### src/hdl/conv_pkg.sv
package conv_pkg;

    localparam int word_w = 32;
    localparam int lane_w = 8;
    localparam int lanes = 4;
    localparam int ksize = 3;
    // pixels seen by one output word: one neighbor on each side
    localparam int win_n = lanes + ksize - 1;
    localparam int acc_w = 32;
    localparam int addr_w = 16;

    localparam int quant_lsb = 16;
    localparam int quant_ovf_bit = 23;
    localparam int quant_max = 127;

    typedef logic signed [lane_w-1:0] pix_t;
    typedef logic signed [acc_w-1:0] acc_t;

    typedef enum logic [1:0] {tap_left, tap_center, tap_right} tap_t;

    // lane 0 sits in the low byte
    typedef union packed {
        logic [word_w-1:0] raw;
        pix_t [lanes-1:0] lane;
    } act_word_u;

endpackage

### src/hdl/conv_step_if.sv
`timescale 1ns/1ns

// tags for each activation read, aligned with the returning data
interface conv_step_if import conv_pkg::*; ();

    logic step_valid;
    tap_t tap;
    logic [1:0] krow;
    logic pad;
    logic last;

    modport ctrl (
        output step_valid,
        output tap,
        output krow,
        output pad,
        output last
    );

    modport dp (
        input step_valid,
        input tap,
        input krow,
        input pad,
        input last
    );

endinterface

### src/hdl/act_window.sv
`timescale 1ns/1ns

module act_window import conv_pkg::*; (
    input  logic             clk,
    input  logic             rst_n,
    conv_step_if.dp          step,
    input  act_word_u        act_rdata,
    output logic             win_valid,
    output logic [1:0]       win_krow,
    output logic             win_last,
    output pix_t [win_n-1:0] win
);

    act_word_u word_in;
    act_word_u mid_word;
    pix_t left_px;

    // zero padding replaces the SRAM data
    always_comb begin
        word_in.raw = step.pad ? '0 : act_rdata.raw;
    end

    always_ff @(posedge clk) begin
        if (step.step_valid) begin
            case (step.tap)
                tap_left: begin
                    left_px <= word_in.lane[lanes-1];
                end
                tap_center: begin
                    mid_word <= word_in;
                end
                tap_right: begin
                    win[0] <= left_px;
                    win[lanes:1] <= mid_word.lane;
                    win[win_n-1] <= word_in.lane[0];
                    win_krow <= step.krow;
                    win_last <= step.last;
                end
                default: ;
            endcase
        end
    end

    always_ff @(posedge clk) begin
        if (!rst_n) begin
            win_valid <= 1'b0;
        end else begin
            win_valid <= step.step_valid && (step.tap == tap_right);
        end
    end

endmodule

### src/flat_wrapper.sv
// flat-port wrapper written by rule: the top's interface ports become plain ports
module act_window_flat import conv_pkg::*;
  (clk, rst_n, act_rdata, win_valid, win_krow, win_last, win, step_step_valid, step_tap, step_krow, step_pad, step_last);
  conv_step_if step_i ();
  input  logic clk;
  input  logic rst_n;
  input  act_word_u act_rdata;
  output logic win_valid;
  output logic [1:0] win_krow;
  output logic win_last;
  output pix_t [win_n-1:0] win;
  input wire logic [$bits(step_i.step_valid)-1:0] step_step_valid;
  input wire logic [$bits(step_i.tap)-1:0] step_tap;
  input wire logic [$bits(step_i.krow)-1:0] step_krow;
  input wire logic [$bits(step_i.pad)-1:0] step_pad;
  input wire logic [$bits(step_i.last)-1:0] step_last;
  assign step_i.step_valid = step_step_valid;
  assign step_i.tap = step_tap;
  assign step_i.krow = step_krow;
  assign step_i.pad = step_pad;
  assign step_i.last = step_last;
  act_window u_core (.clk(clk), .rst_n(rst_n), .step(step_i), .act_rdata(act_rdata), .win_valid(win_valid), .win_krow(win_krow), .win_last(win_last), .win(win));
endmodule
### config.mk
export PLATFORM = sky130hd
export DESIGN_NAME = act_window_flat
export DESIGN_NICKNAME = d
export VERILOG_FILES = /design/src/hdl/conv_pkg.sv /design/src/hdl/conv_step_if.sv /design/src/hdl/act_window.sv /design/src/flat_wrapper.sv
export SDC_FILE = /design/constraint.sdc
export NUM_CORES = 1
export LEC_CHECK = 0
export BUFFER_PORTS_ARGS = -buffer_cell sky130_fd_sc_hd__buf_2
export CAP_MARGIN = 40
export CORE_MARGIN = 5
export CORE_UTILIZATION = 52
export CTS_BUF_LIST = sky130_fd_sc_hd__clkbuf_4
export DETAILED_ROUTE_END_ITERATION = 10
export HOLD_SLACK_MARGIN = 0.02
export PLACE_DENSITY_LB_ADDON = 0.2
export SKIP_LAST_GASP = 1
export SLEW_MARGIN = 20
export SYNTH_ARGS = -nofsm -noshare
export SYNTH_HDL_FRONTEND = slang
export SYNTH_SLANG_ARGS = --single-unit
### constraint.sdc
create_clock -name clk -period 2.36 [get_ports clk]
set_input_delay 0.118 -clock clk [delete_from_list [all_inputs] [get_ports clk]]
set_output_delay 0.118 -clock clk [all_outputs]
set_load 0.005 [all_outputs]
# Word-level counts from Yosys, hierarchy flattened
# Cells that the tools add are included.
op_classes:
  eq_ne: 2
  mux: 1
  reduce_logical: 5
op_table:
  columns: ["cell", "n"]
  rows:
  - ["32-bit two-way mux", 1]
  - ["2-bit AND reduction", 3]
  - ["2-bit by 1-bit equality test with 1-bit output (second input constant)", 1]
  - ["2-bit equality test (second input constant)", 1]
  - ["2-bit logical NOT", 1]
  - ["1-bit logical AND", 1]
totals:
  register_bits: 92
  input_bits: 41

# Logic depth before layout (Yosys ltp)
logic_depth:
  ltp_word: 2
  mapped_depth: 2
  depth_no_buf: 1

# Worst setup path after synthesis
# OpenSTA, ideal clock, no wires.
synth_timing:
  path_type: "input -> register"
  from: "in step_tap[0]"
  to: "reg u_core.win[0] in the netlist's numbering (enable)"
  setup_ps: 414
  arrival_time_ps: 1432
  setup_slack_ps: 514
  stages: 1
  path_buffers: 0
  cell_sequence: "and3b_1"
synth_via:
  elab_chain_len: 2
synth_rtl:
  columns: ["item", "line", "source"]
  rows:
  - ["start: declaration", "flat_wrapper.sv:13", "input wire logic [$bits(step_i.tap)-1:0] step_tap;"]
  - ["2-bit equality test", "act_window.sv:25", "case (step.tap)"]
  - ["2-bit AND reduction (no source line)", null, null]
  - ["end signal: indexed assignment", "act_window.sv:34", "win[lanes:1] <= mid_word.lane;"]
  - ["end signal: indexed assignment", "act_window.sv:35", "win[win_n-1] <= word_in.lane[0];"]
  - ["end: declaration", "act_window.sv:11", "output pix_t [win_n-1:0] win"]
# Every way passes these cells.
# A chain may end at the register's enable or synchronous reset.

# Worst setup path after layout
layout_timing:
  from: "in rst_n"
  to: "reg u_core.win_valid"
layout_rtl:
  columns: ["item", "line", "source"]
  rows:
  - ["start: declaration", "flat_wrapper.sv:6", "input logic rst_n;"]
  - ["end signal: assignment", "act_window.sv:48", "win_valid <= step.step_valid && (step.tap == tap_right);"]
  - ["end: declaration", "act_window.sv:8", "output logic win_valid,"]
# No word-level cell between the ends.

==> impl_results.md <==
* Cell count after synthesis at approximately 130
* YS warnings at 0
* Final WL at around 5 mm
* Worst EP arrival at approximately 1.5 ns
* Max Freq at approximately 0.84 GHz
* CP Capture Type: flop
* Remaining DRCs at 0
* Max-slew violation count at 0
* GP Congestion at just under 0.7
* Chip Width at roughly 86 um
* Kind of critical path: primary input to flop
* DRT Pass-1 Iters at 6
* Final #Nets at about 300
* Final worst path period share at 0.503
* Synth cell types at 7
* Most common cell after layout, fill and taps aside: buf_2
* Syn Nets at approximately 170
* Hold Fails Final Rpt at 0
* Antenna violations before repair at 0
* Met2 GRT Util at 0.222
* Row count at 27
* Total vias in the final route at ~1500
* Remaining Overflow, GRT at 0
* Syn_area_per_cell at around 23 um^2
* Max clock buf depth at 2
* Pwr Density at between 700 and 800 nW/um^2
* Compound-gate portion of the synthesized area at 0
* Starting DRT DRC Count at 69
* Max-cap viol count at 0
* # setup viols final at 0
* Insertion delay to the later sink of the worst-skew pair at ~0.40 ns
* CTS sink count at 92
* CTS root buffer: clkbuf_4
* Crit-path max FO at 1
* Sequential cell area fraction in the yosys report at 0.914
* Fin Setup TNS at 0 ns
* Unrepaired setup endpoints after global routing: false
* VDD IR max at 0.420 mV
* Post-Synth Adder-Cell Area at 0
* Grt met3 use at 0.0548
* Seq cells post-synth at 92
* Reg clk slew, reported paths at 0.12 ns
* Die ar. at ~7400 um^2
* Worst hold path class: primary input to flop
* Largest family of logic cells by synthesized area: simple AND/OR/NAND/NOR gates
* Slew of the pin with the lowest slew margin at between 0.5 and 0.6 ns
* Leakage at approximately 1.4 nW
* Post-CTS Setup Bufs at 0
* Vias in the first global route at approximately 1600
* Simple-Gate Fraction of Synth Area at 0.0781
* Core box area at around 5600 um^2
* Slew margin rel. at 0.608
* Area delta synth->final at 30.6%
* # placed instances at about 300
* Largest net degree at the start of global routing at 35
* Ratio of cells with drive above 1 in the final layout at 0.422
* Detail Route Antenna Nets at 0
* Most frequent cells in the layout: 92 x buf_2, 91 x edfxtp_1, 32 x nor2b_1, 21 x dlygate4sd3_1, 11 x clkbuf_4
* CTS Hold Bufs at 21
* Wire per inst at between 10 and 15 um
* I/O Pins at 93
* Worst setup SP type: primary input
* Buffers on Ports at 92
* PostCTS Resize Cnt at 0
* Mapped Area at 3010 um^2
* Final non-filler cell total at 330
* Drt via density at 4.64
* Post-synthesis xor/xnor area fraction at 0
* Gr usage total at 0.143
* Critical Path RT at about 2.7 ns
* GR peak layer: met2
* Mux share of post-synthesis cell area at 0
* Clock tree from TritonCTS: built
* Min Tclk post-route at between 1 and 1.5 ns
* Die H at between 80 and 90 um
* Met1 Track Usage GR at 0.174
* Status: finished clean
* Worst-case clock skew at ~0.0075 ns
* Cts bufs inserted at 9
* First-pass GRT wire length at between 7 and 8 mm
* # diodes at 0
* CTS H-tree lvls at 3
* Starting density of the core at 0.540
==> path summary, 6_finish.rpt <==
path / start / end / slack [ns] / cells past startpoint
setup / recovery: rst_n / u_core.win_valid / 1.17 / 4
hold / removal: act_rdata[4] / u_core.win[44] / 0.07 / 2
setup reg to reg: u_core.mid_word[3] / u_core.win[11] / 1.72 / 0
hold reg to reg: u_core.mid_word[5] / u_core.win[13] / 0.43 / 0
==> state kept, by name (all words and copies together) (netlist names) <==
name              cells
u_core.left_px        8
u_core.mid_word      32
u_core.win           48
u_core.win_krow       2
u_core.win_last       1
u_core.win_valid      1
==> worst max-delay path, stage by stage <==
cell,delay (ns)
dlygate4sd3_1,0.53
buf_2,0.12
and4b_1,0.18
dlygate4sd3_1,0.54
==> Yosys cell counts (all sizes together) <==
cell    number  share of area
nor3b        1         0.0025
nor2b       32          0.066
buf          3         0.0075
and3b        2         0.0058
and4b        1         0.0033
dfxtp        1         0.0067
edfxtp      91           0.91
==> layout make-up <==
class | instances | area (um^2)
repair buffers | 116 | 706
clock inverters | 3 | 63.8
flip-flops and latches | 92 | 2750
fillers | 372 | 1640
multi-input cells | 36 | 236
well taps | 72 | 90.1
clock buffers | 11 | 82.6
==> through the flow <==
| stage | worst slack, ns | cell area [um^2] | utilization | hold WS [ns] | power, mW |
|---|---|---|---|---|---|
| after floorplan | 0.514 | 3010 | - | 0.217 | 1.95 |
| after global placement | 1.03 | 3570 | 0.641 | 0.296 | 2.01 |
| after detailed placement | 0.989 | 3570 | 0.641 | 0.297 | 2.02 |
| after CTS | 1.21 | 3930 | 0.705 | 0.0282 | 2.91 |
| after global routing | 1.17 | 3930 | 0.705 | 0.0245 | 3.01 |
| final | 1.17 | 3930 | 0.705 | 0.0678 | 2.89 |
==> report_power, final <==
part / leakage (nW) / switching, mW / internal (mW)
logic: 0.539 / 0.0628 / 0.0751
clock network: 0.0804 / 0.452 / 0.441
registers: 0.764 / 0.0110 / 1.85
total: 1.38 / 0.526 / 2.37
==> routing by layer <==
metal / vias up / wire [um]
met4: 0 / 72
li1: 740 / -
met3: 6 / 532
met5: - / 0
met1: 720 / 1970
met2: 66 / 2350
==> cell families (layout without fill, tap and decap cells) <==
kind of cell / after synthesis / after routing
buffers and inverters: 3 / 130
flip-flops: 92 / 92
AND/OR/NAND/NOR: 36 / 36
No activity file was read; power rests on OpenSTA's default activity.
