### config.mk
export PLATFORM = sky130hd
export DESIGN_NAME = mac_row
export DESIGN_NICKNAME = d
export VERILOG_FILES = /design/src/hdl/conv_pkg.sv /design/src/hdl/mac_row.sv
export SDC_FILE = /design/constraint.sdc
export NUM_CORES = 2
export LEC_CHECK = 0
export BUFFER_PORTS_ARGS = -buffer_cell sky130_fd_sc_hd__buf_2
export CORE_UTILIZATION = 70
export CTS_BUF_LIST = sky130_fd_sc_hd__clkbuf_16
export DETAILED_ROUTE_END_ITERATION = 8
export MAX_ROUTING_LAYER = met4
export PLACE_DENSITY = 0.9
export SYNTH_ARGS = -nofsm -noshare
export SYNTH_HDL_FRONTEND = slang
export SYNTH_SLANG_ARGS = --single-unit
### constraint.sdc
create_clock -name clk -period 17.8 [get_ports clk]
set_clock_uncertainty 0.2 [all_clocks]
set_input_delay 3.56 -clock clk [delete_from_list [all_inputs] [get_ports clk]]
set_output_delay 3.56 -clock clk [all_outputs]
set_load 0.005 [all_outputs]
### src/hdl/conv_pkg.sv
package conv_pkg;

    localparam int word_w = 32;
    localparam int lane_w = 8;
    localparam int lanes = 4;
    localparam int ksize = 3;
    // pixels seen by one output word: one neighbor on each side
    localparam int win_n = lanes + ksize - 1;
    localparam int acc_w = 32;
    localparam int addr_w = 16;

    localparam int quant_lsb = 16;
    localparam int quant_ovf_bit = 23;
    localparam int quant_max = 127;

    typedef logic signed [lane_w-1:0] pix_t;
    typedef logic signed [acc_w-1:0] acc_t;

    typedef enum logic [1:0] {tap_left, tap_center, tap_right} tap_t;

    // lane 0 sits in the low byte
    typedef union packed {
        logic [word_w-1:0] raw;
        pix_t [lanes-1:0] lane;
    } act_word_u;

endpackage

### src/hdl/mac_row.sv
`timescale 1ns/1ns

module mac_row import conv_pkg::*; (
    input  logic              clk,
    input  logic              rst_n,
    input  logic              win_valid,
    input  logic [1:0]        win_krow,
    input  logic              win_last,
    input  pix_t [win_n-1:0]  win,
    output logic [1:0]        sel_row,
    input  pix_t [ksize-1:0]  row_w,
    input  logic [addr_w-1:0] out_base_in,
    output logic              sum_valid,
    output acc_t [lanes-1:0]  sums,
    output logic [addr_w-1:0] sum_addr
);

    acc_t dot [lanes];

    assign sel_row = win_krow;

    // output lane j sees window pixels j to j+2
    always_comb begin
        for (int j = 0; j < lanes; j++) begin
            dot[j] = '0;
            for (int k = 0; k < ksize; k++) begin
                dot[j] = dot[j] + win[j+k] * row_w[k];
            end
        end
    end

    // sums double as accumulators, next word's row 0 comes 3 cycles later
    always_ff @(posedge clk) begin
        if (win_valid) begin
            for (int j = 0; j < lanes; j++) begin
                sums[j] <= (win_krow == 2'd0) ? dot[j] : sums[j] + dot[j];
            end
            if (win_last) begin
                sum_addr <= out_base_in;
            end
        end
    end

    always_ff @(posedge clk) begin
        if (!rst_n) begin
            sum_valid <= 1'b0;
        end else begin
            sum_valid <= win_valid && win_last;
        end
    end

endmodule

## After elaboration in Yosys (flattened, before gate mapping)

Cells that the tools add are included.

| operators by class | value |
|---|---|
| add/sub/neg operators | 12 |
| $mul | 12 |
| muxes and demuxes | 4 |
| reductions and logical operators | 3 |

Operators by type and width:

| operator | number |
|---|---|
| $mul 8x8->16 | 12 |
| $add 32x18->32 | 4 |
| $mux 32 | 4 |
| $add 17x16->18 | 4 |
| $add 16x16->17 | 4 |
| $logic_not 2->1 | 1 |
| $reduce_and 2->1 | 1 |
| $logic_and 1x1->1 | 1 |

| word-level totals | value |
|---|---|
| flip-flop bits (word level) | 145 |
| input port bits | 94 |
| output and inout bits | 147 |
| word-level logic and storage cells | 37 |

## Depth between registers and ports, before layout

| depth | value |
|---|---|
| depth after elaboration | 5 |
| depth in mapped cells | 36 |
| gate-level depth less buffers | 34 |

## Worst setup path after synthesis

Ideal clock, no wire load.

| timing | value |
|---|---|
| path type | input -> register |
| from | in win[14] (netlist name) |
| to | reg sums[63] (netlist name) (data pin) |
| setup time | 298 ps |
| arrival time | 11727 ps |
| data required time | 17302 ps |
| slack | 5575 ps |
| stages on the path | 33 |
| buffers on the path | 2 |
| path through | clkbuf_1 nand2_1 fa_1 inv_1 fa_1 inv_1 fa_1 fa_1 inv_1 fa_1 fa_1 inv_1 fa_1 inv_1 ha_1 o21a_1 a21oi_1 o21ai_0 a2111oi_0 o21bai_1 a21oi_1 xnor2_1 ha_1 clkbuf_1 a21o_1 a21o_1 a21oi_1 o21ai_0 a311oi_2 or2_2 o21ai_1 a211oi_2 xnor2_1 |

| between the ends | value |
|---|---|
| longest elaborated chain between the ends | 5 |

Ends and longest elaborated chain:

| what | RTL line | RTL |
|---|---|---|
| start, declared | mac_row.sv:9 | `input pix_t [win_n-1:0] win,` |
| $mul 8x8->16 * | mac_row.sv:27 | `dot[j] = dot[j] + win[j+k] * row_w[k];` |
| $add 16x16->17 * | mac_row.sv:27 |  |
| $add 17x16->18 * | mac_row.sv:27 |  |
| $add 32x18->32 | mac_row.sv:36 | `sums[j] <= (win_krow == 2'd0) ? dot[j] : sums[j] + dot[j];` |
| $mux 32 * | mac_row.sv:36 |  |
| end signal, assigned by index | mac_row.sv:36 |  |
| end, declared | mac_row.sv:14 | `output acc_t [lanes-1:0] sums,` |

Mark *: on every way between the ends. The rest lies on a longest branch, timed or not.
A chain may end at the register's enable or synchronous reset.

## Final worst setup path

| timing | value |
|---|---|
| from | in row_w[7] (netlist name) |
| to | reg sums[95] (netlist name) (data pin) |

| between the ends | value |
|---|---|
| longest elaborated chain between the ends | 5 |

Ends and longest elaborated chain:

| what | RTL line | RTL |
|---|---|---|
| start, declared | mac_row.sv:11 | `input pix_t [ksize-1:0] row_w,` |
| $mul 8x8->16 * | mac_row.sv:27 |  |
| $add 16x16->17 * | mac_row.sv:27 |  |
| $add 17x16->18 * | mac_row.sv:27 |  |
| $add 32x18->32 | mac_row.sv:36 |  |
| $mux 32 * | mac_row.sv:36 |  |

Marked as above.

==> results.md <==
- A synthesized cell averages between 9 and 10 um^2.
- The path class of the tightest hold or removal check is flop to flop.
- In this run, synthesis produced a sequential element count of ~150.
- The simple-gate share of the synthesized area is a little over an eighth.
- The floorplan step defined a die boundary enclosing 64,700 um^2.
- The placement-stage worst setup slack is between 4 and 5 ns.
- Data on the critical path arrives at its endpoint at between 10 and 15 ns.
- The worst path meets setup with 4.41 ns of slack.
- The peak fanout along the critical path is 25.
- The number of antenna violations at the first check in global routing is 10.
- The first TritonRoute pass finished after 8 iterations.
- The xor-xnor portion of the synthesized cell area is ~4.0%.
- Leaving out fill and tap cells, the most frequent cell in the layout is inv_1.
- The starting density of the core is ~71%.
- The final layout contains routed wiring with a total length of ~110,000 um.
- The async set-or-reset flop fraction in the synthesized netlist is 0%.
- The most frequently used flop master after synthesis is edfxtp_1.
- The critical path launch point type is an input pin.
- The fraction of the yosys area taken by sequential cells is 9.75%.
- The synthesized netlist devotes under 10% of its cell area to compound gates.
- The delay of the slowest cell on the worst path is about 0.68 ns.
- The half-perimeter wire length of the detailed placement result is 91,600 um.
- In the routed design, unresolved DRC markers number 0.
- After clock tree synthesis, the clock-pin slew on the worst setup and hold paths is roughly 0.060 ns.
- The H-tree generated during clock tree synthesis spans 4 levels.
- Cells with a size suffix above 1 make up approximately 6.6% of the layout.
- The worst path uses between 70% and 80% of the clock period.
- The total nets after synthesis is between 6,000 and 7,000.
- The count of nets left with antenna violations once routing finished came out at 0.
- The width of the die is approximately 250 um.
- The minimum clock period after layout is around 13 ns.
- In this run the vertical extent of the chip is ~250 um.
- The number of hold buffers added after CTS was 0.
- The number of hold-slack violations in the final timing report is 0.
- The reg2reg setup slack is about 14 ns.
- In the layout the commonest cells are inv_1, fa_1, ha_1.
- During placement, the flow inserted port buffers numbering 240.
- The area taken by multi-input logic gates is ~35,000 um^2.
- The global-route wire length before repair is 184,000 um.
- The worst-skew pair later-pin latency is approximately 0.43 ns.
- Yosys mapped the design onto 77 distinct sky130hd cell types.
- The maximum buffer depth of the clock tree is 2.
- Setup repair after global routing left no endpoint under its margin.
- The cell with the largest stage delay on the worst path is a2111oi_0.
- The number of flops mapped to enable cells by yosys is between 100 and 150.
- The depth of the most critical reg-to-reg path is 11.
- The mux contribution to synthesized area is less than 1%.
- The Yosys warning count is 0.
- In the global route stage, overall resource usage came out at 38.0%.
- Dividing the detail-routed via count by the number of cells gives 5.87.
- After the last flow step, the layout net total stands at between 6,000 and 7,000.
- The worst setup path is captured at a flop.
- From synthesis to final layout, the design area changed by 5.33%.
- After the first detailed-routing iteration, the DRC count stood at about 2,600.
- In this run the post-CTS setup repair buffer count came out at 0.
- The final setup TNS is 0 ns.
- The path with the worst hold slack has its endpoint at sums[64].
- The reg-to-reg critical path startpoint is sums[64].
- The total of endpoints with negative setup slack in the final report is 0.
- The post-cts sizing count is 0.
- After detailed routing, the average wire length per cell comes to ~20 um.
- The highest attainable clock frequency is approximately 75 MHz.
- In the final layout, flip-flops and latches occupy 4340 um^2.
- After synthesis, the largest family of logic cells by area is adder cells.
- The run finished with clean final reports.
- The instance count along the most critical hold path is 3.
- The final number of max-transition violations is 0.
- The tool flagged a number of max-cap violations equal to 0.
- In this run the most critical hold path is launched from sums[64].
- The tree is rooted in a clkbuf_16.
- The clock tree from TritonCTS is yes.
- The critical path class is input pin to flop.
- The number of rows in the core area is 92.
- The number of global-route vias before repair came to ~37,000.
- The total overflow left after global routing is 0.
- The most numerous cell type found on the critical path is fa_1.
- For the pin with the worst max-slew slack, the measured transition is 1.21 ns.
- The sink count of the clock tree is between 100 and 150.
- The maximum number of pins on one net before global-route repair is between 70 and 80.
- In the synthesized netlist, the number of instances is about 4,700.
- The cell area after technology mapping is about 45,000 um^2.
- The endpoint identified for the worst register-to-register timing path is sums[94].
- Headroom to the max-slew limit came out at between 10% and 20%.
- The routed via count is approximately 33,000.
- The final-layout fill cell count is about 4,000.
- The number of buffers inserted during clock tree synthesis is 17.
- In this run the count of I/O pins placed on the die edge is between 200 and 250.
- The area of the placeable core is 63,000 um^2.
- After Yosys synthesis, full adders, half adders and majority gates account for a little over half of the synthesized area.
- The final estimated routing congestion in global placement is approximately 0.97.
- The required time of the critical path is around 18 ns.
-- critical path: cells and delay by family --
kind                     cells  cell delay (ns)
XOR/XNOR                     2             0.60
AO/OA/AOI/OAI                6             1.58
AND/OR/NAND/NOR              6             1.33
adder cells (fa/ha/maj)      9             4.42
buffers and inverters        7             1.85
-- cell families (layout without fill, tap and decap cells) --
family,count (synthesis),count (layout)
xor gates and xnor gates,203,203
buffers and inverters,1275,1401
and+or+nand+nor,1166,1166
adders and majority gates,1365,1365
AOI/OAI and AO/OA,552,552
other,0,11
DFF,145,145
muxes,13,13
-- routing by layer --
metal,GRT usage [%],part of all wire [%],vias to the layer above
li1,-,-,14600
met5,-,0,-
met4,21.9,6.7,0
met2,64.5,51,1612
met1,42.6,35,16700
met3,5.93,7.6,509
-- cells in the mapped netlist (6+ instances only) --
master    count  share of area (%)
nand2b_1     47               0.66
mux2i_1       6               0.13
nand3_1      27               0.30
a31oi_1      12               0.17
nor3_1       28               0.31
nor2_1      164                1.4
inv_1      1113                9.4
a21boi_0      8               0.13
o21ai_0     124                1.4
or2_2         9               0.13
xor2_1       67                1.3
nand2_1     413                3.5
clkbuf_1    146                1.2
buf_1        11              0.093
o21a_1       30               0.51
nor2b_1      17               0.24
o211ai_1     11               0.19
a21o_1       83                1.4
ha_1        428                 12
a211o_1       7               0.14
mux2_2        7               0.18
and3_1       16               0.22
and4_1        6               0.12
fa_1        937                 42
o21bai_1     22               0.37
o31ai_1      16               0.27
a31o_2        7               0.14
xnor2_1     135                2.7
a211oi_1     20               0.34
edfxtp_1    144                9.7
and2_1      397                5.6
nand4_1      14               0.20
a21oi_1     162                1.8
-- state kept, by name, indices dropped and copies added (netlist names) --
name       count
sums         128
sum_valid      1
sum_addr      16
-- how the worst max path moves through the flow --
| stage | slack [ns] | cells after the start | end | startpoint |
|---|---|---|---|---|
| final | 4.41 | 30 | sums[95] | row_w[7] |
| after global routing | 3.89 | 32 | sums[123] | row_w[7] |
| after CTS | 4.50 | 30 | sums[95] | row_w[7] |
| after detailed placement | 4.07 | 30 | sums[95] | row_w[7] |
| after global placement | 4.35 | 32 | sums[95] | row_w[23] |
| after floorplan | 5.58 | 33 | sums[63] | win[14] |
-- cell type report --
| cell class | count | area share, % |
|---|---|---|
| diodes | 11 | 0.0586 |
| clock buffers | 17 | 0.906 |
| clock inverters | 15 | 0.309 |
| inverters | 1114 | 8.91 |
| multi-input cells | 3299 | 75.5 |
| flip-flops and latches | 145 | 9.26 |
| well taps | 846 | 2.26 |
| repair buffers | 255 | 2.80 |
-- per-stage QoR --
stage,instance area [um^2],cells,utilization [%],hold slack [ns]
after global placement,46300,5659,73.6,0.447
final,46900,5702,74.5,0.485
after detailed placement,46300,5659,73.6,0.476
after CTS,46900,5691,74.5,0.491
after global routing,46900,5702,74.5,0.514
after floorplan,44600,4719,-,0.465
Power is not shown: default switching activity piles up to over one toggle a cycle in this logic, so the estimate is an artifact.
