[src/hdl/conv_pkg.sv]
package conv_pkg;

    localparam int word_w = 32;
    localparam int lane_w = 8;
    localparam int lanes = 4;
    localparam int ksize = 3;
    // pixels seen by one output word: one neighbor on each side
    localparam int win_n = lanes + ksize - 1;
    localparam int acc_w = 32;
    localparam int addr_w = 16;

    localparam int quant_lsb = 16;
    localparam int quant_ovf_bit = 23;
    localparam int quant_max = 127;

    typedef logic signed [lane_w-1:0] pix_t;
    typedef logic signed [acc_w-1:0] acc_t;

    typedef enum logic [1:0] {tap_left, tap_center, tap_right} tap_t;

    // lane 0 sits in the low byte
    typedef union packed {
        logic [word_w-1:0] raw;
        pix_t [lanes-1:0] lane;
    } act_word_u;

endpackage

[src/hdl/kernel_regs.sv]
`timescale 1ns/1ns

module kernel_regs import conv_pkg::*; (
    input  logic             clk,
    input  logic             rst_n,
    input  logic             kw_load,
    input  logic [1:0]       kw_row,
    input  act_word_u        weight_rdata,
    input  logic [1:0]       sel_row,
    output pix_t [ksize-1:0] row_w
);

    pix_t [ksize-1:0] rows_q [ksize];

    always_ff @(posedge clk) begin
        if (!rst_n) begin
            for (int i = 0; i < ksize; i++) begin
                rows_q[i] <= '0;
            end
        end else if (kw_load) begin
            // top lane of each weight word is ignored
            for (int i = 0; i < ksize; i++) begin
                if (kw_row == 2'(i)) begin
                    rows_q[i] <= weight_rdata.lane[ksize-1:0];
                end
            end
        end
    end

    always_comb begin
        row_w = '0;
        for (int i = 0; i < ksize; i++) begin
            if (sel_row == 2'(i)) begin
                row_w = rows_q[i];
            end
        end
    end

endmodule

[config.mk]
export PLATFORM = sky130hd
export DESIGN_NAME = kernel_regs
export DESIGN_NICKNAME = d
export VERILOG_FILES = /design/src/hdl/conv_pkg.sv /design/src/hdl/kernel_regs.sv
export SDC_FILE = /design/constraint.sdc
export NUM_CORES = 1
export LEC_CHECK = 0
export ABC_AREA = 1
export BUFFER_PORTS_ARGS = -buffer_cell sky130_fd_sc_hd__buf_2
export CORE_ASPECT_RATIO = 0.5
export CORE_MARGIN = 1.5
export CORE_UTILIZATION = 58
export CTS_CLUSTER_DIAMETER = 150
export DETAILED_ROUTE_END_ITERATION = 6
export HOLD_SLACK_MARGIN = 0.05
export PLACE_DENSITY = 0.82
export SLEW_MARGIN = 0
export SYNTH_ARGS = -nofsm -noshare
export SYNTH_HDL_FRONTEND = slang
export SYNTH_SLANG_ARGS = --single-unit
[constraint.sdc]
create_clock -name clk -period 2 [get_ports clk]
set_input_delay 0 -clock clk [delete_from_list [all_inputs] [get_ports clk]]
set_output_delay 0 -clock clk [all_outputs]
set_load 0.05 [all_outputs]
=== Word level (Yosys, flattened, before mapping) ===
Memory sizes are Yosys's and may differ from the RTL's.
Cells that the tools add are included.

* Bits of input ports: 39
* Logic and storage cells: 29
* Memory bits (writable): 72
* Register bits: 0
* Memories kept: 1

{| class="wikitable"
|+ Memories
! memory !! words !! bits a word !! read ports !! clocked after Yosys merged registers in !! write ports !! line !! source
|-
| rows_q || 3 || 24 || 3 || 0 || 3 || kernel_regs.sv:13 || <nowiki>pix_t [ksize-1:0] rows_q [ksize];</nowiki>
|}

* Bitwise gates (word level): 3
* Muxes and demuxes: 19
* Equal/unequal tests: 4
* Reduce and logical (&&, ||, !) cells: 2

{| class="wikitable"
|+ Operator list
! operator !! number
|-
| $mux W24 || 6
|-
| $mux W1 || 13
|-
| $eq A2 B1 Y1 const B || 2
|-
| $eq A2 B2 Y1 const B || 2
|-
| $logic_not A2 Y1 || 2
|-
| $or A1 B1 Y1 || 3
|}

=== Longest topological paths before layout ===
Gate-level depths: netlist (run 1).

* Depth in word-level cells: 6
* Mapped depth: 5
* Depth with buffers taken out: 3

=== Worst setup path before layout (run 1) ===
Ideal clock, no wire load.

* Path type: in2reg
* Start: input port kw_row[0]
* End: memory rows_q[0][0] (netlist name), enable pin
* Stages on the path: 3
* Slack: 970 ps
* Arrival time: 649 ps
* Path through: inv_1 nand3_1 nand2_1

{| class="wikitable"
|+ RTL lines
! what !! line !! source
|-
| from (decl) || kernel_regs.sv:7 || <nowiki>input logic [1:0] kw_row,</nowiki>
|-
| to (decl) || kernel_regs.sv:13 ||
|}

==> results of run 1 <==
cells in the mapped netlist, drive strengths merged:
master | number | share of area, %
edfxtp | 72 | 72
nor2 | 25 | 3.7
nand3 | 76 | 13
clkbuf | 1 | 0.25
nand2 | 28 | 3.5
buf | 13 | 4.2
inv | 28 | 3.5
worst max-delay path by stage:
stage                           from                     end  slack (ps)  cells after the start
after global placement    sel_row[1]                row_w[6]         610                      5
after global routing      sel_row[0]                row_w[5]         530                      5
after floorplan            kw_row[0]  rows_q[0][0]$_DFFE_PP_         970                      3
after detailed placement  sel_row[0]                row_w[5]         600                      5
after CTS                 sel_row[0]                row_w[5]         600                      5
final                     sel_row[0]                row_w[5]         600                      5
layer usage:
metal	global-route usage, %	wire length [um]
met1	28.1	2430
met2	43.0	3410
met3	8.23	517
met4	6.39	46
met5	0	0
critical path, delay by kind of cell:
kind | cells | cell delay (ps)
buffers and inverters | 3 | 1090
AND/OR/NAND/NOR | 2 | 300
layout by cell type (no fill, tap or decap):
master          n
nand2_1        28
nor2_8          1
inv_2           2
dlygate4sd3_1  24
buf_4           3
clkinv_2        1
nand3_2         1
nand3_1        75
clkinvlp_4      3
edfxtp_1       72
nor2_1         24
clkinv_1        3
inv_1          26
clkbuf_8        9
buf_2          54
where the power goes:
group	switching, mW	total, mW	internal [mW]
registers	0.0370	1.84	1.80
logic	0.368	0.502	0.135
clock network	0.507	0.940	0.434
total	0.911	3.28	2.37
layout make-up:
cell class,count,area (um2)
Tap cell,70,87.6
Clock buffer,9,124
Timing Repair Buffer,81,533
Inverter,28,105
Multi-Input combinational cell,129,601
Clock inverter,7,38.8
Sequential cell,72,2160
Fill cell,317,1300
what timing repair did:
| item | in CTS | in global routing |
|---|---|---|
| endpoints found under the setup margin | 0 | 0 |
| hold buffers | 24 | 0 |
| hold endpoints to repair | 72 | 0 |
stage by stage:
step	cell area [um2]	setup slack, ps	cells
3_3_place_gp	3250	606	356
3_5_place_dp	3250	604	356
4_1_cts	3650	603	396
5_1_grt	3650	529	396
6_report	3650	599	396
2_1_floorplan	3000	970	243
logic make-up after synthesis:
group | count (synthesis)
flip-flops | 72
buffers and inverters | 42
AND/OR/NAND/NOR | 129
==> summary by stage, run 1 <==
Layout
The largest register by flop count is rows_q. The number of flip-flops under the largest register name is between 70 and 80. Compared with the post-synthesis result, the final layout area differs by 21.6%. Cells with a size suffix above 1 make up 22.7% of the layout.

The end-of-flow core utilization is 73.7%. In the final layout, the registers with the most flip-flops are rows_q (72). The number of antenna diodes in the final layout is 0. The number of nets in the layout is 360.

Min path
The class of the worst hold path is in -> reg. The worst hold path terminates at rows_q[0][58]$_DFFE_PP_. The beginning of the worst hold path is rst_n. The worst hold path was traced through 3 stages.

Floorplan
The row count is 18. The die covers 5640 um2. The effective utilization at floorplan is between 60% and 70%. The top-level I/O count is 63. The core region is 4950 um2. The chip width is around 100 um. The die is 53.9 um tall.

Routing
After detailed routing, the average wire length per cell comes to 16.2 um. The violation count after the first detailed-route iteration is 112. The remaining design rule violation count is 0. In this run the remaining antenna-violating nets after routing total 0. The first-pass iteration count of the detailed router is 4. In the routed layout, each cell is associated on average with a via count of 5.32. The via count is 2105.

After detailed routing, the total wire length is 6.40 mm.

GRT
Entering global routing, the biggest net connects 27 pins. The via count of the first global-routing pass came to just over 2000. The total overflow left after global routing is 0. The first global-routing pass estimated 9.68 mm of wire.

The global-route usage over all layers is 23.8%. The initial antenna violation count came to 0.

Worst setup path
Traced cell by cell, the critical path runs through buf_2 -> inv_2 -> nand3_1 -> nand3_1 -> buf_2. The biggest cell delay along the critical path is 490 ps. At the worst endpoint, the required time is about 2000 ps.

The worst setup path is launched from an input port. In this run the worst path has a maximum fanout of 26. The critical path capture point type is a primary output. The master of the slowest instance on the critical path is buf_2. The worst setup path is of the in -> out kind. For the worst setup path, the data arrival time is 1400 ps.

Timing
The number of max-slew violations in the final report is 0. The hold slack is ~290 ps. The actual transition at the worst max-transition pin is 617 ps.

The final clock period utilization by the worst path is 70.0%. The final setup violation count is 0. In the final timing run, aggregate negative setup slack is 0 ps. The shortest clock period the worst path allows after layout is between 1000 and 1500 ps. The number of failing hold endpoints at the final stage is 0.

The worst relative slew slack is roughly 59%. The fmax is 714 MHz. Setup repair after global routing left no endpoint under its margin.

Run
The tool flagged a number of max-cap violations equal to 0.

Logic synthesis
The combinational family with the most area after synthesis is simple AND/OR/NAND/NOR gates. The distinct cell type count of the synthesized netlist is 11. Summing the areas of all compound-gate instances in the mapped netlist gives 0% of the synthesized area.

The share of cell area taken by muxes after synthesis is 0%. The count of yosys warnings during synthesis is 0. Summing the sequential cell areas from Yosys gives 72.0% of the chip area. In this run, synthesis produced a sequential element count of 72.

The synthesized area divided by synthesized cell count is between 10 and 15 um2. Summing the areas of all xor and xnor instances in the mapped netlist gives 0% of the synthesized area. When the netlist entered floorplanning its net count stood at 282. Of the total synthesized cell area, the portion taken by AND, OR, NAND and NOR gates is 20.0%. The number of cells produced by synthesis is 243. The synthesized netlist devotes 0% of its cell area to adder and majority cells. The cell area after technology mapping is 3000 um2.

Placed design
In this run the tool buffered the top-level ports with 54 buffer cells. The wire-length estimate of the detail-placed layout is between 3 and 4 mm. The congestion estimate from routability-driven global placement came to between 0.6 and 0.7.

Power and ir drop
The worst ir drop on vdd is 0.000593 V. Summed over all cells, the static leakage comes to around 1.5 nW. The total power is 3.28 mW.

The power per cell area is approximately 900 nW/um2.

Clock tree
The cell chosen for the clock root is clkbuf_8. The maximum buffer depth of the clock tree is 2. The CTS tree is done. The clock net in this run drives a total of 72 sinks. After clock tree synthesis, the repair step resized 0 gates. The post-CTS setup repair buffer count is 0. The total clock buffers created by CTS is 9. After clock tree synthesis, the clock-pin slew on the worst setup and hold paths is 70 ps. The H-tree depth is 3.

Run status
The run finished with clean final reports.
Note: power is estimated with default switching activity, not from simulation.
==> inputs of run 2 (changes only) <==
- CORE_UTILIZATION: 58 -> 54
- PLACE_DENSITY: 0.82 -> 0.77
- clock period: 2 -> 1.3 ns (I/O delays scaled with it)
==> summary by stage, run 2 (synthesis results as in run 1) <==
Timing
Dividing the final minimum period by the clock period gives 92.7%. The actual transition at the worst max-transition pin is 466 ps. The number of failing hold endpoints at the final stage came to 0. The number of max-slew violations in the final report is 0. Adding up every negative setup slack in the final design gives 0 ps. The shortest clock period the worst path allows after layout is around 1200 ps.

In this run the tightest slew margin relative to its limit is 68.9%. The fmax is 830 MHz. Setup violations remaining at the end of the flow were counted as 0. Setup repair after global routing left no endpoint under its margin. Across all hold checks on the routed design, the worst slack comes to 231 ps.

Placed design
The wire-length estimate of the detail-placed layout is 3.66 mm. In this run the tool buffered the top-level ports with 54 buffer cells. The placed instance count is 360. The cell area reported after detailed placement is approximately 3300 um2.

The global placement routability congestion is 0.709.

Layout
The most frequent standard cell in the layout excluding fill and tap cells is nand3_1. The largest registers in the layout are rows_q (72). The number of inserted diodes is 0. The cell area after layout is 3730 um2.

The final layout contains 364 nets. The filler cells instantiated in the layout total 350. The register with the most flip-flops in the layout has 72 of them. The end-of-flow core utilization is 72.7%. The count of non-filler cells in the finished layout is 399. The layout-stage area growth over the synthesis result is 24.3%. The largest register by flop count is rows_q.

The share of cells above drive strength 1 is ~23%. The top cell types in the final layout, fill and taps aside, are 75 x nand3_1, 72 x edfxtp_1, 54 x buf_2.

Power and ir drop
The internal portion of the total power is 3.86 mW. The share of total power dissipated in sequential elements is 54.1%. The part of the power in the clock network is 30.6%. Across the VDD grid, the largest voltage drop is approximately 0.00073 V. For this design the total switching power over the nets is 1.37 mW.

The proportion of total power due to net switching is 26.2%. In this run the static leakage power is roughly 1.6 nW. Dividing total power by cell area gives a power density of 1400 nW/um2.

Per report_power, the combinational group accounts for 15.3% of the total.

GRT
The aggregate global routing overflow is 0. In the global route stage, overall resource usage came out at 22.6%. The largest net degree at the start of global routing is 25. The wire length of the first global-routing pass is 9.93 mm.

The initial antenna violation count came to 0. The via count of the first global-routing pass is 2131.

Routing
The via count is between 2000 and 2500. The per-cell routed wire length is 15.9 um. Dividing the detail-routed via count by the number of cells gives approximately 5.2.

The residual antenna-violating net count after detailed routing is 0. For this run, design rule violations remaining after detail routing come to 0. The detailed router finished its first iteration with about 180 violations. For this run, the detailed router's first-pass iteration total came to 4. Summed over all layers, the routed wires come to 6.33 mm.

Worst setup path
The worst endpoint data arrival time is ~1200 ps. The largest fanout on the critical path is 24. On the critical path, the stage with the largest delay is an instance of inv_2. At the worst endpoint, the required time is 1300 ps.

The worst setup path is captured at a primary output. The type of the worst setup path is in -> out. The worst setup path is launched from an input port. The signal on the critical path passes through buf_2 -> inv_2 -> nand3_1 -> nand3_1 -> buf_2. The biggest cell delay along the critical path is 400 ps.

Run
The number of maximum-capacitance constraint violations is 0.

Run status
The flow ran to the end, and the final reports show no timing, DRC or antenna violations.

Floorplan
For this configuration, the core starts out at a cell density of 58.5%. The floorplan has 18 rows. The core region is 5130 um2. In this run the vertical extent of the chip is 55.7 um. From left edge to right edge, the die measures between 100 and 150 um. During I/O placement, the number of pins put on the boundary was 63. The die covers 6040 um2.

Clock tree
The register clock-pin slew on the reported worst setup and hold paths is around 70 ps. The maximum buffer depth of the clock tree is 2. Clock tree synthesis selected as its root buffer the cell clkbuf_8.

The total clock buffers created by CTS is 9. The H-tree depth is 3. TritonCTS built the clock tree. CTS saw 72 sinks. The post-CTS setup repair buffer count is 0.

Min path
The worst hold path belongs to the class in -> reg.
run 2: cell types whose count changed in the layout (fill, tap and decap cells not counted):
cell	before	now
buf_12	0	3
clkinvlp_4	3	1
buf_4	3	4
bufinv_16	0	1
clkbuf_1	0	1
clkinv_2	1	0
run 2: path summary, 6_finish.rpt:
check	from	end	slack, ps	cells after the start
setup / recovery	sel_row[1]	row_w[5]	100	5
hold / removal	rst_n	rows_q[0][57]$_DFFE_PP_	230	3
run 2: cell type report:
cell class	instances	area [um2]	share of cell area, %
Multi-Input combinational cell	129	601	16.1
Tap cell	70	87.6	2.35
Inverter	28	105	2.82
Timing Repair Buffer	85	601	16.1
Clock inverter	5	48.8	1.31
Sequential cell	72	2160	57.9
Clock buffer	10	128	3.42
run 2: critical path: cells and delay by family:
kind                   cells  cell delay [ps]
buffers and inverters      3              880
AND/OR/NAND/NOR            2              310
run 2: through the flow:
step | power, mW | setup slack [ps]
final | 5.22 | 95.1
after floorplan | 3.40 | 270
after global placement | 3.59 | 169
after global routing | 5.41 | 50.8
after detailed placement | 3.62 | 140
after CTS | 5.24 | 103
run 2: routing by layer:
metal | global-route usage [%] | vias to the layer above | routed length [um]
met5 | 0 | - | 0
met4 | 10.3 | 0 | 83
met3 | 7.49 | 8 | 532
met2 | 37.6 | 100 | 3330
met1 | 27.0 | 958 | 2380
li1 | - | 1014 | -
run 2: repair_timing:
action | 4_1_cts | 5_1_grt
gates resized for setup | 0 | 0
hold buffers | 24 | 0
hold endpoints to repair | 72 | 0
run 2: power groups by stage:
stage          Clock (mW)  Combinational [mW]  Sequential [mW]
2_1_floorplan           0               0.542             2.86
3_3_place_gp            0               0.730             2.86
3_5_place_dp            0               0.740             2.87
4_1_cts              1.61               0.801             2.83
5_1_grt              1.72               0.848             2.84
6_report             1.60               0.798             2.83
