===== src/hdl/conv_pkg.sv =====
package conv_pkg;

    localparam int word_w = 32;
    localparam int lane_w = 8;
    localparam int lanes = 4;
    localparam int ksize = 3;
    // pixels seen by one output word: one neighbor on each side
    localparam int win_n = lanes + ksize - 1;
    localparam int acc_w = 32;
    localparam int addr_w = 16;

    localparam int quant_lsb = 16;
    localparam int quant_ovf_bit = 23;
    localparam int quant_max = 127;

    typedef logic signed [lane_w-1:0] pix_t;
    typedef logic signed [acc_w-1:0] acc_t;

    typedef enum logic [1:0] {tap_left, tap_center, tap_right} tap_t;

    // lane 0 sits in the low byte
    typedef union packed {
        logic [word_w-1:0] raw;
        pix_t [lanes-1:0] lane;
    } act_word_u;

endpackage


===== src/hdl/conv_step_if.sv =====
`timescale 1ns/1ns

// tags for each activation read, aligned with the returning data
interface conv_step_if import conv_pkg::*; ();

    logic step_valid;
    tap_t tap;
    logic [1:0] krow;
    logic pad;
    logic last;

    modport ctrl (
        output step_valid,
        output tap,
        output krow,
        output pad,
        output last
    );

    modport dp (
        input step_valid,
        input tap,
        input krow,
        input pad,
        input last
    );

endinterface


===== src/hdl/conv_ctrl.sv =====
`timescale 1ns/1ns

module conv_ctrl import conv_pkg::*; #(
    parameter int img_w = 8,
    parameter int img_h = 4,
    parameter int num_och = 2
) (
    input  logic              clk,
    input  logic              rst_n,
    input  logic              start,
    output logic              finish,
    input  logic [addr_w-1:0] weight_offset,
    input  logic [addr_w-1:0] act_offset,
    input  logic [addr_w-1:0] out_offset,
    output logic              weight_en,
    output logic [addr_w-1:0] weight_addr,
    output logic              act_en,
    output logic [addr_w-1:0] act_addr,
    output logic              kw_load,
    output logic [1:0]        kw_row,
    conv_step_if.ctrl         step,
    output logic [addr_w-1:0] out_base,
    output logic              done_pending
);

    localparam logic [addr_w-1:0] wpr = addr_w'(img_w / lanes);
    localparam logic [addr_w-1:0] last_word = addr_w'(img_w / lanes - 1);
    localparam logic [addr_w-1:0] last_row = addr_w'(img_h - 1);
    localparam logic [addr_w-1:0] last_och = addr_w'(num_och - 1);
    // last write lands 4 cycles after the final read, finish 4 after that
    localparam logic [2:0] drain_last = 3'd6;

    typedef enum logic [1:0] {st_idle, st_load, st_conv, st_done} state_t;

    state_t state;
    logic [1:0] wcnt;
    logic [addr_w-1:0] och;
    logic [addr_w-1:0] row;
    logic [addr_w-1:0] word;
    logic [addr_w-1:0] out_idx;
    logic [1:0] krow;
    tap_t tap;
    logic [2:0] drain_cnt;
    logic pad;
    logic word_end;
    logic plane_end;
    logic [addr_w-1:0] in_row;
    logic [addr_w-1:0] in_word;

    assign word_end = (tap == tap_right) && (krow == 2'd2);
    assign plane_end = word_end && (row == last_row) && (word == last_word);

    // neighbor outside the image on any border
    assign pad = ((krow == 2'd0) && (row == '0)) ||
                 ((krow == 2'd2) && (row == last_row)) ||
                 ((tap == tap_left) && (word == '0)) ||
                 ((tap == tap_right) && (word == last_word));

    // wraps below zero only on padded steps, where the address is unused
    assign in_row = row + addr_w'(krow) - 1'b1;
    assign in_word = word + addr_w'(tap) - 1'b1;

    assign act_en = (state == st_conv) && !pad;
    assign act_addr = act_offset + in_row * wpr + in_word;

    assign weight_en = (state == st_load) && (wcnt != 2'd3);
    assign weight_addr = weight_offset + och * addr_w'(ksize) + addr_w'(wcnt);

    assign done_pending = (state == st_done);

    always_ff @(posedge clk) begin
        if (!rst_n) begin
            state <= st_idle;
            wcnt <= '0;
            och <= '0;
            row <= '0;
            word <= '0;
            krow <= '0;
            tap <= tap_left;
            out_idx <= '0;
            drain_cnt <= '0;
            finish <= 1'b0;
        end else begin
            case (state)
                st_idle: begin
                    if (start) begin
                        state <= st_load;
                        finish <= 1'b0;
                        och <= '0;
                        out_idx <= '0;
                    end
                end
                st_load: begin
                    // three reads then a gap for the last row to land
                    wcnt <= wcnt + 1'b1;
                    if (wcnt == 2'd3) begin
                        state <= st_conv;
                        row <= '0;
                        word <= '0;
                        krow <= '0;
                        tap <= tap_left;
                    end
                end
                st_conv: begin
                    if (tap != tap_right) begin
                        tap <= (tap == tap_left) ? tap_center : tap_right;
                    end else begin
                        tap <= tap_left;
                        if (!word_end) begin
                            krow <= krow + 1'b1;
                        end else begin
                            krow <= '0;
                            out_idx <= out_idx + 1'b1;
                            if (word == last_word) begin
                                word <= '0;
                                row <= row + 1'b1;
                            end else begin
                                word <= word + 1'b1;
                            end
                            if (plane_end) begin
                                if (och == last_och) begin
                                    state <= st_done;
                                end else begin
                                    och <= och + 1'b1;
                                    state <= st_load;
                                end
                            end
                        end
                    end
                end
                st_done: begin
                    drain_cnt <= drain_cnt + 1'b1;
                    if (drain_cnt == drain_last) begin
                        drain_cnt <= '0;
                        finish <= 1'b1;
                        state <= st_idle;
                    end
                end
                default: state <= st_idle;
            endcase
        end
    end

    // one cycle late to match SRAM read latency
    always_ff @(posedge clk) begin
        if (!rst_n) begin
            step.step_valid <= 1'b0;
            kw_load <= 1'b0;
        end else begin
            step.step_valid <= (state == st_conv);
            kw_load <= weight_en;
        end
    end

    always_ff @(posedge clk) begin
        step.tap <= tap;
        step.krow <= krow;
        step.pad <= pad;
        step.last <= word_end;
        kw_row <= wcnt;
        if ((state == st_conv) && word_end) begin
            out_base <= out_offset + out_idx;
        end
    end

endmodule


===== src/flat_wrapper.sv =====
// flat-port wrapper written by rule: the top's interface ports become plain ports
module conv_ctrl_flat import conv_pkg::*;
#(
    parameter int img_w = 8,
    parameter int img_h = 4,
    parameter int num_och = 2
)
  (clk, rst_n, start, finish, weight_offset, act_offset, out_offset, weight_en, weight_addr, act_en, act_addr, kw_load, kw_row, out_base, done_pending, step_step_valid, step_tap, step_krow, step_pad, step_last);
  conv_step_if step_i ();
  input  logic clk;
  input  logic rst_n;
  input  logic start;
  output logic finish;
  input  logic [addr_w-1:0] weight_offset;
  input  logic [addr_w-1:0] act_offset;
  input  logic [addr_w-1:0] out_offset;
  output logic weight_en;
  output logic [addr_w-1:0] weight_addr;
  output logic act_en;
  output logic [addr_w-1:0] act_addr;
  output logic kw_load;
  output logic [1:0] kw_row;
  output logic [addr_w-1:0] out_base;
  output logic done_pending;
  output wire logic [$bits(step_i.step_valid)-1:0] step_step_valid;
  output wire logic [$bits(step_i.tap)-1:0] step_tap;
  output wire logic [$bits(step_i.krow)-1:0] step_krow;
  output wire logic [$bits(step_i.pad)-1:0] step_pad;
  output wire logic [$bits(step_i.last)-1:0] step_last;
  assign step_step_valid = step_i.step_valid;
  assign step_tap = step_i.tap;
  assign step_krow = step_i.krow;
  assign step_pad = step_i.pad;
  assign step_last = step_i.last;
  conv_ctrl #(.img_w(img_w), .img_h(img_h), .num_och(num_och)) u_core (.clk(clk), .rst_n(rst_n), .start(start), .finish(finish), .weight_offset(weight_offset), .act_offset(act_offset), .out_offset(out_offset), .weight_en(weight_en), .weight_addr(weight_addr), .act_en(act_en), .act_addr(act_addr), .kw_load(kw_load), .kw_row(kw_row), .step(step_i), .out_base(out_base), .done_pending(done_pending));
endmodule

===== config.mk =====
export PLATFORM = sky130hd
export DESIGN_NAME = conv_ctrl_flat
export DESIGN_NICKNAME = d
export VERILOG_FILES = /design/src/hdl/conv_pkg.sv /design/src/hdl/conv_step_if.sv /design/src/hdl/conv_ctrl.sv /design/src/flat_wrapper.sv
export SDC_FILE = /design/constraint.sdc
export NUM_CORES = 1
export LEC_CHECK = 0
export ABC_AREA = 1
export ABC_CLOCK_PERIOD_IN_PS = 8700
export BUFFER_PORTS_ARGS = -buffer_cell sky130_fd_sc_hd__buf_2
export CAP_MARGIN = 20
export CORE_ASPECT_RATIO = 1.1
export CORE_MARGIN = 4
export CORE_UTILIZATION = 45
export DETAILED_ROUTE_END_ITERATION = 16
export HOLD_SLACK_MARGIN = 0.03
export PLACE_DENSITY = 0.76
export SLEW_MARGIN = 10
export SYNTH_ARGS = -nofsm -noshare
export SYNTH_HDL_FRONTEND = slang
export SYNTH_SLANG_ARGS = --single-unit

===== constraint.sdc =====
create_clock -name clk -period 8.7 [get_ports clk]
set_clock_uncertainty 0.2 [all_clocks]
set_input_delay 0.87 -clock clk [delete_from_list [all_inputs] [get_ports clk]]
set_output_delay 0.87 -clock clk [all_outputs]
set_load 0.1 [all_outputs]

# ---- Word level (Yosys, flattened, before mapping)
# Cells that the tools add are included.
dict set report totals {
  inputBits 51
  regBits 102
  output_inout_bits 62
  wordCells 122
}
dict set report classes {
  add_sub_neg 16
  n_mul 1
  mux 37
  n_eq_ne 20
  n_reduce_logical 30
}
# operator n
set op_table {}
lappend op_table {{2-to-1 mux 16 bit} 14}
lappend op_table {{one-hot mux 16 bit (2 select lines)} 4}
lappend op_table {{adder 16 x 1 -> 16 bit (second input constant)} 4}
lappend op_table {{adder 16 bit} 4}
lappend op_table {{adder 16 x 2 -> 16 bit} 2}
lappend op_table {{equality test 16 x 1 -> 1 bit (second input constant)} 2}
lappend op_table {{logical NOT 16 bit} 2}
lappend op_table {{2-to-1 mux 2 bit} 12}
lappend op_table {{equality test 16 x 2 -> 1 bit (second input constant)} 1}
lappend op_table {{multiplier 16 x 2 -> 16 bit (second input constant)} 1}
lappend op_table {{subtractor 16 x 1 -> 16 bit (second input constant)} 1}
lappend op_table {{adder 15 x 2 -> 15 bit} 1}
lappend op_table {{subtractor 15 x 1 -> 15 bit (second input constant)} 1}
lappend op_table {{!= test 2 bit (second input constant)} 6}
lappend op_table {{AND reduction 6 bit} 2}
lappend op_table {{equality test 2 bit (second input constant)} 5}
lappend op_table {{logical AND 1 bit} 10}
lappend op_table {{!= test 2 x 1 -> 1 bit (second input constant)} 4}
lappend op_table {{one-hot mux 2 bit (2 select lines)} 2}
lappend op_table {{one-hot mux 2 bit (4 select lines)} 1}
lappend op_table {{AND reduction 4 bit} 2}
lappend op_table {{logical NOT 2 bit} 3}
lappend op_table {{AND reduction 3 bit} 2}
lappend op_table {{nonzero test 2 bit} 3}
lappend op_table {{11 further kinds} 15}

# ---- Longest topological paths before layout
dict set report depth {
  word_depth 8
  depth_mapped 25
  depth_no_buf 25
}

# ---- Worst setup path after synthesis
# Ideal clock, no wire load.
dict set report synth_timing {
  path_kind {reg-to-output}
  from {register u_core.krow[1]}
  to {output act_addr[11]}
  t_required_ns 7.630
  t_arrival_ns 4.832
  path_stages_with_launch 21
  setup_slack_ns 2.798
  path_buffers 0
  cell_sequence {dfxtp_1 > inv_1 > ha_1 > inv_1 > ha_1 > inv_1 > fa_1 > inv_1 > nand3_1 > nand2_1 > a21oi_1 > xor2_1 > ha_1 > fa_1 > inv_1 > ha_1 > a21oi_1 > o21ai_0 > a21oi_1 > nand2_1 > xor2_1}
}
dict set report synth_via {
  elab_chain_cells 4
}
# element line_no
set synth_lines {}
lappend synth_lines {{start: declaration} conv_ctrl.sv:41} ;# logic [1:0] krow;
lappend synth_lines {{start signal: assignment} conv_ctrl.sv:110} ;# krow <= krow + 1'b1;
lappend synth_lines {{adder 15 x 2 -> 15 bit} conv_ctrl.sv:60} ;# assign in_row = row + addr_w'(krow) - 1'b1;
lappend synth_lines {{subtractor 15 x 1 -> 15 bit} conv_ctrl.sv:60}
lappend synth_lines {{adder 16 bit (2 in a row)} conv_ctrl.sv:64} ;# assign act_addr = act_offset + in_row * wpr + in_word;
lappend synth_lines {{end: declaration} flat_wrapper.sv:20} ;# output logic [addr_w-1:0] act_addr;
# Every way passes these cells.

# ---- Final worst setup path
dict set report layout_timing {
  from {register u_core.krow[1]}
  to {output act_addr[15]}
}
# Same word-level chain as after synthesis.

==> impl_metrics.tcl <==
set metrics [dict create \
    die_h_um 164 \
    min_period_ns 5.89 \
    endpoint_kind "output pin" \
    synthFlopType "dfxtp_1" \
    cts.sinks 102 \
    reg2reg_slack_ns 5.75 \
    crit_buf_inv 6 \
    synthesis.nets 1642 \
    cts-resized-gates 0 \
    pre_cts_ws_ns 3.21 \
    slowest_stage "fa_1" \
    gr-usage-all-layers 0.195 \
    timing.critical_path.from "u_core.krow[1]" \
    yosys-top-cells-area "dfxtp_1, ha_1, nand2_1" \
    holdCritPathClass "reg -> reg" \
    clock.fmax_mhz 170 \
    synth.largest_area_cell "dfxtp_1" \
    synth_top_area_share 0.174 \
    clk_path_buf_depth 2 \
    nNetsFinal 1747 \
    rsz0062_at_grt "false" \
    cts_hold_buf 0 \
    final-setup-viol-count 0 \
    crit_fanout 5 \
    finalHoldViolCount 0 \
    cts_tree "yes" \
    via_per_inst 5.03 \
    yosys.cell_count.top_type "nand2_1" \
    port_buffers 112 \
    startpoint_type "flip-flop" \
    critPathMaxStageDelay_ns 0.50 \
    grt_pass1_vias 8785 \
    ys_types 44 \
    worstPathCellList "inv_1 > ha_1 > inv_1 > ha_1 > inv_1 > fa_1 > inv_1 > nand3_1 > nand2_1 > a21oi_1 > xor2_1 > ha_1 > fa_1 > inv_1 > ha_1 > nand2_1 > o21ai_0 > nand2_1 > and2_1 > nand2_1 > nand3_1 > nand2_1 > buf_2" \
    required_ns 7.63 \
    ctsRootBufferMaster "clkbuf_16" \
    r2r-start "u_core.state[1]" \
    rows 56 \
    drv_slew 0 \
    place_hpwl_mm 19.2 \
    postLayoutCoreUtil 0.513 \
    worst_slew_pin_slew_ns 0.696 \
    async_flop_share 0 \
    drt-total-wl_mm 23.5 \
    die_w_um 149 \
    grt_pass1_wl_mm 40.1 \
    start_util 0.460 \
    synth.area.mux_share 0 \
    synthXorXnorAreaFrac 0.0610 \
    crit_end "act_addr[15]" \
    overflow 0 \
    drtPass1Iterations 5 \
    synth_fa_ha_area_frac 0.241 \
    synth_simple_gate_area_share 0.285 \
    clkTransAtPathRegs_ns 0.08 \
    ant_nets 0 \
    fin_crit_sh 0.677 \
    cts_buffers 9 \
    area_growth_pct 11.4 \
    placed_area_mm2 0.0107 \
    insertion_delay_ns 0.36 \
    reg2reg_to "u_core.word[4]" \
    synth_common_cells "nand2_1, inv_1, nor2_1" \
    postSynthAreaPerCell_um2 6.97 \
    drc 0 \
    gp_congestion 0.916 \
    design.portCount 113 \
    drive_above_1_share 0.0999 \
    cp_data_arrival_time_ns 4.82 \
    ys_warn_count 0 \
    syn_area_mm2 0.00990 \
    drv_cap 0 \
    setup_tns_ns 0 \
    antenna_found_initial 1 \
    fin_ws_ns 2.81 \
    vias 9167 \
    htreeDepth 3 \
    postCtsSetupBuffers 0 \
    drt-wirelength-per-cell_um 12.9 \
    synth-seq-cells 102 \
    grt_max_degree 34 \
    synth_top_family_by_area "simple AND/OR/NAND/NOR gates" \
    slew_headroom 0.535 \
    critPathTopFamily "adder cells" \
    critPathKind "reg -> out" \
    path_depth 23 \
    synth-edff-count 16 \
    dieArea_mm2 0.0244 \
    drt_iter0_drc 539 \
    core_area_mm2 0.0215 \
    worstRegToRegCells 11 \
    status "completed" \
    ys_seq_area_frac 0.222 \
    diodes 0 \
    synthCells 1421 \
    synth_compound_area_frac 0.0982 \
    final_cell_area_mm2 0.0110 \
]
## cell usage in the layout (no fill, tap or decap), drive strengths merged, types with 3 or more instances in the layout
cell    instances
a21oi         114
xnor2          13
o21bai          6
nand4          42
nor3           19
dfxtp          86
inv           218
xor2           56
o211ai          4
nor4            3
clkbuf         10
nand3b          3
o21ai          44
nand2         340
nor2          163
edfxtp         16
a21o            3
fa             34
nand3          87
buf           113
ha            136
## state kept, by name (all words and copies together) (netlist names), 3 cells and up
signal / flops
u_core.drain_cnt: 3
u_core.och: 16
u_core.row: 16
u_core.out_base: 16
u_core.out_idx: 16
u_core.word: 16
## final cells by class
| class | instances | area [µm²] |
|---|---|---|
| Clock buffer | 10 | 229 |
| Tap cell | 290 | 363 |
| Sequential cell | 102 | 2200 |
| Multi-Input combinational cell | 1083 | 6780 |
| Inverter | 217 | 818 |
| Fill cell | 2110 | 10500 |
| Clock inverter | 6 | 76.3 |
| Timing Repair Buffer | 113 | 568 |
## worst min path at each step
| stage | from | depth (start not counted) | end |
|---|---|---|---|
| after floorplan | u_core.wcnt[1] | 0 | u_core.kw_row[1] |
| after global placement | u_core.wcnt[1] | 0 | u_core.kw_row[1] |
| after detailed placement | u_core.wcnt[1] | 0 | u_core.kw_row[1] |
| after CTS | u_core.wcnt[1] | 0 | u_core.kw_row[1] |
| after global routing | u_core.wcnt[1] | 0 | u_core.kw_row[1] |
| final | u_core.wcnt[1] | 0 | u_core.kw_row[1] |
## cells by family (layout without fill, tap and decap cells)
| group | count (synthesis) | in the layout |
|---|---|---|
| compound gates | 181 | 181 |
| xor+xnor | 69 | 69 |
| fa+ha+maj | 170 | 170 |
| buf+inv | 236 | 346 |
| flops | 102 | 102 |
| simple gates | 663 | 663 |
## worst register-to-register path, delay by kind of cell, from the launching register on
kind | cells | cell delay (ns)
flip-flops | 1 | 0.37
AND/OR/NAND/NOR | 7 | 1.45
buffers and inverters | 4 | 0.81
## through the flow
stage | std cells | hold slack (ns)
after floorplan | 1421 | 0.155
after global placement | 1805 | 0.166
after detailed placement | 1805 | 0.168
after CTS | 1821 | 0.179
after global routing | 1821 | 0.187
final | 1821 | 0.177
## per-layer routing
layer,vias to the layer above,global-route usage,wire length (µm)
met5,-,0,13
li1,4797,-,-
met2,185,0.355,11700
met3,23,0.0247,931
met4,2,0.0479,309
met1,4160,0.245,10600
Power is not shown: default switching activity piles up to over one toggle a cycle in this logic, so the estimate is an artifact.
